<file path="config.mk">
export PLATFORM = sky130hd
export DESIGN_NAME = lcd_write_path
export DESIGN_NICKNAME = d
export VERILOG_FILES = /design/src/verilog/video_pkg.sv /design/src/verilog/ppfifo_pkg.sv /design/src/verilog/lcd_write_path.sv /design/src/verilog/ping_pong_fifo.sv /design/src/verilog/ppfifo_stream_reader.sv /design/src/verilog/tear_frame_writer.sv
export SDC_FILE = /design/constraint.sdc
export NUM_CORES = 2
export LEC_CHECK = 0
export BUFFER_PORTS_ARGS = -buffer_cell sky130_fd_sc_hd__buf_2
export CAP_MARGIN = 20
export CORE_MARGIN = 10
export CORE_UTILIZATION = 50
export CTS_BUF_LIST = sky130_fd_sc_hd__clkbuf_4 sky130_fd_sc_hd__clkbuf_8
export CTS_CLUSTER_DIAMETER = 150
export DETAILED_ROUTE_END_ITERATION = 10
export PLACE_DENSITY_LB_ADDON = 0.05
export SYNTH_ARGS = -nofsm -noshare
export SYNTH_HDL_FRONTEND = slang
export SYNTH_HIERARCHICAL = 1
export SYNTH_SLANG_ARGS = --single-unit
</file>
<file path="constraint.sdc">
create_clock -name clk -period 7.8 [get_ports clk]
set_input_delay 1.56 -clock clk [delete_from_list [all_inputs] [get_ports clk]]
set_output_delay 1.56 -clock clk [all_outputs]
set_load 0.01 [all_outputs]
</file>
<file path="src/verilog/video_pkg.sv">
// Display stream types shared by writer, FIFO and reader
// Pixel is a single packed word, no byte keep
// One beat per clock at most, last marks end of a packet

package video_pkg;

  // Width of one pixel word (RGB888)
  localparam int PIX_W = 24;

  // One stream beat as carried through the write path
  // Last sits in the MSB, just above the pixel data
  typedef struct packed {
    logic             last;
    logic [PIX_W-1:0] data;
  } pix_beat_t;

  // Pixel count for a whole frame
  // Compared against the number of accepted beats
  typedef logic [31:0] frame_cnt_t;

endpackage : video_pkg
</file>
<file path="src/verilog/ppfifo_pkg.sv">
// Ping-pong FIFO exchange types
// Two buffers only, so every select vector is 2 bits wide
// Counts are limited to 24 bits

package ppfifo_pkg;

  import video_pkg::*;

  // One bit per buffer, used for rdy and act vectors
  typedef logic [1:0] pp_sel_t;

  // Fill count or buffer size in words
  typedef logic [23:0] pp_cnt_t;

  // Write strobe plus the beat it carries
  // Only meaningful while the writer holds an act bit
  typedef struct packed {
    logic      stb;
    pix_beat_t beat;
  } pp_wr_t;

endpackage : ppfifo_pkg

</file>
<file path="src/verilog/lcd_write_path.sv">
// Frame write path: tear-gated writer, ping-pong FIFO, stream reader
// Single clock throughout, frame size is a static input
// Input to output latency depends on buffer fill and back-pressure
`timescale 1ns/1ps

module lcd_write_path
  import video_pkg::*;
  import ppfifo_pkg::*;
#(
  parameter int DEPTH       = 64,
  parameter int TEAR_WINDOW = 100
) (
  input  logic       clk,
  input  logic       rst,
  input  logic       i_tear,
  input  logic       i_fsync,
  input  frame_cnt_t i_frame_pixels,
  input  pix_beat_t  i_pix,
  input  logic       i_pix_valid,
  output logic       o_pix_ready,
  output pix_beat_t  o_out,
  output logic       o_out_valid,
  input  logic       i_out_ready
);

  // Write side
  pp_sel_t   wr_rdy;
  pp_sel_t   wr_act;
  pp_cnt_t   wr_size;
  pp_wr_t    wr;
  // Read side
  logic      rd_rdy;
  logic      rd_act;
  pp_cnt_t   rd_size;
  logic      rd_stb;
  pix_beat_t rd_beat;

  tear_frame_writer #(
    .TEAR_WINDOW (TEAR_WINDOW)
  ) u_writer (
    .clk            (clk),
    .rst            (rst),
    .i_tear         (i_tear),
    .i_fsync        (i_fsync),
    .i_frame_pixels (i_frame_pixels),
    .i_pix          (i_pix),
    .i_pix_valid    (i_pix_valid),
    .o_pix_ready    (o_pix_ready),
    .i_pp_rdy       (wr_rdy),
    .i_pp_size      (wr_size),
    .o_pp_act       (wr_act),
    .o_pp_wr        (wr)
  );

  ping_pong_fifo #(
    .DEPTH (DEPTH)
  ) u_fifo (
    .clk       (clk),
    .rst       (rst),
    .o_wr_rdy  (wr_rdy),
    .i_wr_act  (wr_act),
    .o_wr_size (wr_size),
    .i_wr      (wr),
    .o_rd_rdy  (rd_rdy),
    .i_rd_act  (rd_act),
    .o_rd_size (rd_size),
    .i_rd_stb  (rd_stb),
    .o_rd_beat (rd_beat)
  );

  ppfifo_stream_reader u_reader (
    .clk         (clk),
    .rst         (rst),
    .i_rd_rdy    (rd_rdy),
    .o_rd_act    (rd_act),
    .i_rd_size   (rd_size),
    .o_rd_stb    (rd_stb),
    .i_rd_beat   (rd_beat),
    .o_out       (o_out),
    .o_out_valid (o_out_valid),
    .i_out_ready (i_out_ready)
  );

endmodule : lcd_write_path

</file>
<file path="src/verilog/ping_pong_fifo.sv">
// Two buffers of DEPTH words, single clock, DEPTH of at least 2
// Only one write buffer and one read buffer may be held at a time
// Committed buffers are handed to the reader in commit order
`timescale 1ns/1ps

module ping_pong_fifo
  import video_pkg::*;
  import ppfifo_pkg::*;
#(
  parameter int DEPTH = 64
) (
  input  logic      clk,
  input  logic      rst,
  // Write side
  output pp_sel_t   o_wr_rdy,
  input  pp_sel_t   i_wr_act,
  output pp_cnt_t   o_wr_size,
  input  pp_wr_t    i_wr,
  // Read side
  output logic      o_rd_rdy,
  input  logic      i_rd_act,
  output pp_cnt_t   o_rd_size,
  input  logic      i_rd_stb,
  output pix_beat_t o_rd_beat
);

  localparam int AW = (DEPTH > 1) ? $clog2(DEPTH) : 1;

  typedef enum logic [1:0] {
    BUF_FREE,
    BUF_WRITING,
    BUF_COMMITTED,
    BUF_READING
  } buf_state_t;

  pix_beat_t  r_mem [2][DEPTH];
  buf_state_t r_state [2];
  pp_cnt_t    r_cnt [2];
  logic       r_oldest;
  pp_cnt_t    r_wr_ptr;
  pp_cnt_t    r_rd_ptr;

  logic w_wr_sel;
  logic w_wr_start;
  logic w_reading;
  logic w_rd_sel;
  logic w_claim;
  logic w_release;

  // Writer holds at most one act bit
  assign w_wr_sel   = i_wr_act[1];
  assign w_wr_start = (i_wr_act[0] && (r_state[0] == BUF_FREE)) ||
                      (i_wr_act[1] && (r_state[1] == BUF_FREE));

  assign w_reading = (r_state[0] == BUF_READING) || (r_state[1] == BUF_READING);
  assign w_claim   = i_rd_act && !w_reading && (r_state[r_oldest] == BUF_COMMITTED);
  assign w_release = w_reading && !i_rd_act;

  // Before the claim lands, read from the oldest committed buffer
  // so word 0 is already on o_rd_beat
  assign w_rd_sel = (r_state[1] == BUF_READING) ? 1'b1 :
                    (r_state[0] == BUF_READING) ? 1'b0 : r_oldest;

  assign o_wr_rdy[0] = (r_state[0] == BUF_FREE);
  assign o_wr_rdy[1] = (r_state[1] == BUF_FREE);
  assign o_wr_size   = pp_cnt_t'(DEPTH);
  assign o_rd_rdy    = (r_state[r_oldest] == BUF_COMMITTED);
  assign o_rd_size   = r_cnt[r_oldest];
  assign o_rd_beat   = r_mem[w_rd_sel][r_rd_ptr[AW-1:0]];

  // Storage
  always_ff @(posedge clk) begin
    if (i_wr.stb && (i_wr_act != '0)) begin
      r_mem[w_wr_sel][r_wr_ptr[AW-1:0]] <= i_wr.beat;
    end
  end

  // Buffer ownership
  always_ff @(posedge clk) begin
    if (rst) begin
      r_state[0] <= BUF_FREE;
      r_state[1] <= BUF_FREE;
      r_cnt[0]   <= '0;
      r_cnt[1]   <= '0;
      r_oldest   <= 1'b0;
    end else begin
      for (int b = 0; b < 2; b++) begin
        case (r_state[b])
          BUF_FREE: begin
            if (i_wr_act[b]) begin
              r_state[b] <= BUF_WRITING;
            end
          end
          BUF_WRITING: begin
            // act dropped, commit with the words written so far
            if (!i_wr_act[b]) begin
              r_state[b] <= BUF_COMMITTED;
              r_cnt[b]   <= r_wr_ptr;
              if (r_state[1-b] != BUF_COMMITTED) begin
                r_oldest <= (b == 1);
              end
            end
          end
          BUF_COMMITTED: begin
            if (w_claim && (r_oldest == (b == 1))) begin
              r_state[b] <= BUF_READING;
            end
          end
          default: begin
            if (!i_rd_act) begin
              r_state[b] <= BUF_FREE;
            end
          end
        endcase
      end
      // Other buffer is next in line once this one is taken
      if (w_claim) begin
        r_oldest <= !r_oldest;
      end
    end
  end

  // Word pointers
  always_ff @(posedge clk) begin
    if (rst) begin
      r_wr_ptr <= '0;
      r_rd_ptr <= '0;
    end else begin
      if (w_wr_start) begin
        r_wr_ptr <= '0;
      end else if (i_wr.stb) begin
        r_wr_ptr <= r_wr_ptr + 1'b1;
      end
      // Stb may arrive on the claim edge itself
      if (w_release) begin
        r_rd_ptr <= '0;
      end else if (i_rd_stb) begin
        r_rd_ptr <= r_rd_ptr + 1'b1;
      end
    end
  end

endmodule : ping_pong_fifo

</file>
<file path="src/verilog/ppfifo_stream_reader.sv">
// Drains committed ping-pong buffers to a valid/ready pixel stream
// Output beat is registered and held while i_out_ready is low
// rd_stb is combinational and fires on every word loaded
`timescale 1ns/1ps

module ppfifo_stream_reader
  import video_pkg::*;
  import ppfifo_pkg::*;
(
  input  logic      clk,
  input  logic      rst,
  input  logic      i_rd_rdy,
  output logic      o_rd_act,
  input  pp_cnt_t   i_rd_size,
  output logic      o_rd_stb,
  input  pix_beat_t i_rd_beat,
  output pix_beat_t o_out,
  output logic      o_out_valid,
  input  logic      i_out_ready
);

  logic      r_act;
  pp_cnt_t   r_size;
  pp_cnt_t   r_cnt;
  logic      r_valid;
  pix_beat_t r_out;
  logic      w_load;
  logic      w_done;

  // Load when words remain and the output slot is empty or taken
  assign w_load = r_act && (r_cnt < r_size) && (!r_valid || i_out_ready);

  // Release on the edge that loads the final word
  assign w_done = (r_cnt == r_size) ||
                  (w_load && ((r_cnt + pp_cnt_t'(1)) == r_size));

  assign o_rd_act    = r_act;
  assign o_rd_stb    = w_load;
  assign o_out       = r_out;
  assign o_out_valid = r_valid;

  always_ff @(posedge clk) begin
    if (w_load) begin
      r_out <= i_rd_beat;
    end
  end

  always_ff @(posedge clk) begin
    if (rst) begin
      r_act   <= 1'b0;
      r_size  <= '0;
      r_cnt   <= '0;
      r_valid <= 1'b0;
    end else begin
      if (w_load) begin
        r_valid <= 1'b1;
        r_cnt   <= r_cnt + 1'b1;
      end else if (i_out_ready) begin
        r_valid <= 1'b0;
      end

      if (!r_act) begin
        // Claim and latch size of the oldest buffer
        if (i_rd_rdy) begin
          r_act  <= 1'b1;
          r_size <= i_rd_size;
          r_cnt  <= '0;
        end
      end else if (w_done) begin
        r_act <= 1'b0;
      end
    end
  end

endmodule : ppfifo_stream_reader

</file>
<file path="src/verilog/tear_frame_writer.sv">
// Frames are accepted only after a tear rising edge and a timely fsync
// fsync must come within TEAR_WINDOW cycles of the edge
// A tear edge seen outside the idle state is ignored
// Frame ends on a packet end once i_frame_pixels beats have passed
`timescale 1ns/1ps

module tear_frame_writer
  import video_pkg::*;
  import ppfifo_pkg::*;
#(
  parameter int TEAR_WINDOW = 100
) (
  input  logic       clk,
  input  logic       rst,
  input  logic       i_tear,
  input  logic       i_fsync,
  input  frame_cnt_t i_frame_pixels,
  input  pix_beat_t  i_pix,
  input  logic       i_pix_valid,
  output logic       o_pix_ready,
  input  pp_sel_t    i_pp_rdy,
  input  pp_cnt_t    i_pp_size,
  output pp_sel_t    o_pp_act,
  output pp_wr_t     o_pp_wr
);

  localparam int WIN_W = $clog2(TEAR_WINDOW + 1);

  typedef enum logic [1:0] {
    ST_WAIT_TEAR,
    ST_WAIT_FRAME,
    ST_READ_FRAME,
    ST_WAIT_END_TEAR
  } gate_state_t;

  gate_state_t      r_state;
  pp_sel_t          r_act;
  pp_cnt_t          r_count;
  logic             r_last;
  frame_cnt_t       r_pix_cnt;
  logic [WIN_W-1:0] r_win_cnt;
  logic             r_tear_d;
  logic             r_wr_stb;
  pix_beat_t        r_wr_beat;
  logic             w_tear_rise;
  logic             w_accept;

  assign w_tear_rise = i_tear && !r_tear_d;

  // Ready only with an owned buffer that still has room
  // and no last beat waiting to close it
  assign o_pix_ready = (r_act != '0) &&
                       (r_count < i_pp_size) &&
                       !r_last &&
                       (r_state == ST_READ_FRAME);

  assign w_accept = i_pix_valid && o_pix_ready;

  assign o_pp_act = r_act;
  assign o_pp_wr  = '{stb: r_wr_stb, beat: r_wr_beat};

  // Beat payload, captured on the accepting edge
  always_ff @(posedge clk) begin
    if (w_accept) begin
      r_wr_beat <= i_pix;
    end
  end

  always_ff @(posedge clk) begin
    // Strobe and last pulse for one cycle only
    r_wr_stb <= 1'b0;
    r_last   <= 1'b0;
    if (rst) begin
      r_state   <= ST_WAIT_TEAR;
      r_act     <= '0;
      r_count   <= '0;
      r_pix_cnt <= '0;
      r_win_cnt <= '0;
      r_tear_d  <= 1'b0;
    end else begin
      r_tear_d <= i_tear;

      // Grab a free buffer whenever none is held, bit 0 first
      if ((r_act == '0) && (i_pp_rdy != '0)) begin
        r_count <= '0;
        if (i_pp_rdy[0]) begin
          r_act <= pp_sel_t'(2'b01);
        end else begin
          r_act <= pp_sel_t'(2'b10);
        end
      end

      case (r_state)
        ST_WAIT_TEAR: begin
          if (w_tear_rise) begin
            r_win_cnt <= '0;
            r_state   <= ST_WAIT_FRAME;
          end
        end

        ST_WAIT_FRAME: begin
          if (i_fsync) begin
            r_pix_cnt <= '0;
            r_state   <= ST_READ_FRAME;
          end else if (r_win_cnt < WIN_W'(TEAR_WINDOW)) begin
            r_win_cnt <= r_win_cnt + 1'b1;
          end else begin
            // Window missed, wait for the next tear edge
            r_state <= ST_WAIT_TEAR;
          end
        end

        ST_READ_FRAME: begin
          if (r_act != '0) begin
            if (r_last) begin
              // Packet ended, commit buffer
              r_act <= '0;
              if (r_pix_cnt >= i_frame_pixels) begin
                r_state <= ST_WAIT_END_TEAR;
              end
            end else if (r_count >= i_pp_size) begin
              // Buffer full, commit and grab the other one
              r_act <= '0;
            end else if (w_accept) begin
              r_wr_stb  <= 1'b1;
              r_last    <= i_pix.last;
              r_count   <= r_count + 1'b1;
              r_pix_cnt <= r_pix_cnt + 1'b1;
            end
          end
        end

        ST_WAIT_END_TEAR: begin
          // Hold off until the panel drops tear
          if (!i_tear) begin
            r_state <= ST_WAIT_TEAR;
          end
        end

        default: begin
          r_state <= ST_WAIT_TEAR;
        end
      endcase
    end
  end

endmodule : tear_frame_writer

</file>
==> flow_summary.ini <==
[power]
p_leak_nw = 50.3
ir_worst_vdd_uv = 329
total_power_mw = 45.2
p_per_area_nw_per_um2 = 295

[placement]
routabilityCongestion = 0.877
dp_slack_ps = 2480
hpwl_um = 235000
dp_cells = 10900
postPlaceCellArea_um2 = 142000
io_buffer_count = 89

[route]
vias = 74900
dr.pass1.iters = 5
viasPerCell = 6.29
ant_nets = 0
wl_met2_um = 187000
met1Wirelength_um = 166000
drc = 0
highest_layer = met5
drt_iter0_drc = 9408
finalWirelength_um = 407000
wl_met3_um = 38500
post_drt_wl_per_cell_um = 34.2

[global_routing]
gr-total-overflow = 0
grt_pass1_wl_um = 570000
grt_pass1_vias = 74400
grt_max_degree = 102
grtUsageTotal = 0.271
antenna_found_initial = 11

[floorplan]
rows = 191
die_y_um = 543
initial_core_util = 0.503
pin_count = 90
core_um2 = 271000
die_area_um2 = 294000
die_w_um = 543

[clock_tree]
postCtsSetupBuffers = 0
clock_tree.root_cell = clkbuf_8
cts_tree = built
cts_hold_buf = 0
numCtsBuffers = 577
ctsHtreeMaxLevel = 6
cts_buffer_depth = 4
cts_resized = 0
clock_sinks = 3453
clkLatencyLatePin_ps = 1180
clk_pin_slew_ps = 60

[layout]
fillers = 20700
area_growth_pct = 12.3
utilization = 0.566
stdcell_count = 11900
design_area_um2 = 153000
multi_input_area_um2 = 32000
seqCellArea_um2 = 102000
drive_above_1_share = 0.257
fin_nets = 8037

[sta]
fin_crit_sh = 0.689
finalHoldViolations = 0
setup_viol = 0
setup_tns_ps = 0
fin_ws_ps = 2420
maxSlewViolCount = 0
rsz0062_at_grt = false
hold-worst-slack_ps = 456
skew_ps = 79.7
layout_min_cycle_time_ps = 5380
worst_pin_slew_ps = 1240
relSlewSlack = 0.171
fmax_ghz = 0.186

[worst_hold_path]
hp-class = flop to flop

[worst_setup_path]
required_ps = 8660
critPathLaunchType = flop
crit_chain = a21boi_4 > nor2_8 > buf_12 > buf_4 > mux4_2 > a22o_1 > nor4_1 > a211o_1 > nor4_2 > buf_4 > a2bb2oi_1
critPathBufInv = 3
end_kind = flop
worst_path_largest_cell_delay_ps = 800
path_common_cell = buf_4
critPathTopFamily = compound AO/OA/AOI/OAI gates
cpMaxStageDelayCell = a211o_1
crit_fanout = 69
critPathKind = flop to flop
cp.arrival_ps = 6230

[synthesis]
avgSynthCellArea_um2 = 18.7
synthArstFlopShare = 0
seq_area_frac_synth = 0.748
ys_types = 93
synth_cells = 7310
ys.flop_type = edfxtp_1
synth_edf_count = 3302
syn_area_um2 = 137000
synth_warnings = 6
synth-seq-cells = 3453

[status]
status = finished clean

[job]
maxCapViolCount = 0
## layout make-up
cell class | instances | share of cell area
Multi-Input combinational cell | 3349 | 0.209
Sequential cell | 3453 | 0.666
Clock inverter | 237 | 0.0100
Clock buffer | 787 | 0.0627
Tap cell | 3570 | 0.0291
Timing Repair Buffer | 406 | 0.0206
Antenna cell | 9 | 0.000147
Inverter | 101 | 0.00248
## cells in the final DEF (no fill, tap or decap), types with 44 or more instances in the layout
master | Yosys | layout
nand4_1 | 49 | 49
inv_1 | 100 | 98
buf_4 | 56 | 289
buf_2 | 60 | 90
clkinv_1 | 1 | 128
o21ai_0 | 100 | 90
and2_1 | 44 | 44
nor4_1 | 59 | 51
nor3_1 | 61 | 56
a22oi_1 | 133 | 133
mux4_2 | 596 | 596
xnor2_1 | 64 | 64
nor2_2 | 0 | 99
dfxtp_1 | 151 | 145
o22ai_1 | 67 | 67
clkbuf_4 | 0 | 196
clkinv_2 | 0 | 49
ha_1 | 86 | 86
nand2_1 | 467 | 461
nor2_1 | 277 | 144
a21oi_1 | 242 | 242
a31oi_1 | 45 | 45
clkbuf_8 | 0 | 592
edfxtp_1 | 3302 | 3302
nand3_1 | 129 | 129
mux2i_1 | 286 | 286
o211ai_1 | 46 | 46
## worst reg2reg max path: stages (launching register included)
cell and delay [ps]:
edfxtp_1 570, a21boi_4 210, nor2_8 770, buf_12 500, buf_4 530, mux4_2 540, a22o_1 250, nor4_1 390
a211o_1 800, nor4_2 150, buf_4 220, a2bb2oi_1 160
## final timing paths
kind | start | end | slack (ps) | cells after the start
max | u_fifo/r_state[0][1] | u_reader/o_out[15] | 2420 | 11
min | u_reader/r_size[21] | u_reader/r_size[21] | 460 | 2
max reg2reg | u_fifo/r_state[0][1] | u_reader/o_out[15] | 2420 | 11
min reg2reg | u_reader/r_size[21] | u_reader/r_size[21] | 460 | 2
## state kept, by name (all words and copies together) (netlist names), 24 cells and up, named ones only
name,cells
u_writer/o_pp_wr,25
u_reader/r_size,24
u_writer/r_count,24
u_fifo/r_wr_ptr,24
u_fifo/r_cnt,48
u_reader/r_cnt,24
u_reader/o_out,25
u_fifo/r_mem,3200
u_writer/r_pix_cnt,32
## cell families (layout without fill, tap and decap cells)
kind of cell	Yosys count	after routing	synth area share
buffers and inverters	530	1531	0.0226
adder cells (fa/ha/maj)	86	86	0.00788
other	2	33	0.0000550
AND/OR/NAND/NOR	1294	1294	0.0456
AO/OA/AOI/OAI	929	929	0.0463
XOR/XNOR	91	91	0.00584
multiplexers	925	925	0.124
flip-flops	3453	3453	0.748
## metal layers
layer,vias to the layer above,GRT usage
met1,39500,0.386
li1,31000,-
met2,3781,0.415
met3,692,0.0577
met5,-,0
met4,4,0.0997
## Yosys cell counts, drive strengths merged (40+ instances only)
cell / instances / share of area
o211ai: 46 / 0.0025
or4: 44 / 0.0024
nor4: 60 / 0.0028
a21oi: 242 / 0.0089
a31oi: 45 / 0.0021
nor3: 62 / 0.0023
nand3: 129 / 0.0047
and2: 45 / 0.0021
dfxtp: 151 / 0.022
and3: 40 / 0.0018
clkbuf: 204 / 0.0056
inv: 100 / 0.0027
nor2: 278 / 0.0078
nand4: 52 / 0.0026
mux4: 603 / 0.10
o22ai: 67 / 0.0031
buf: 225 / 0.014
o21ai: 117 / 0.0043
edfxtp: 3302 / 0.73
ha: 86 / 0.0079
xnor2: 64 / 0.0041
a22oi: 133 / 0.0073
mux2i: 286 / 0.021
nand2: 467 / 0.013
a221oi: 41 / 0.0027
## power by group
group,switching (mW),internal (mW)
combinational,5.11,3.88
clock,7.42,8.24
sequential,0.296,20.3
total,12.8,32.4
No activity file was read; power rests on OpenSTA's default activity.
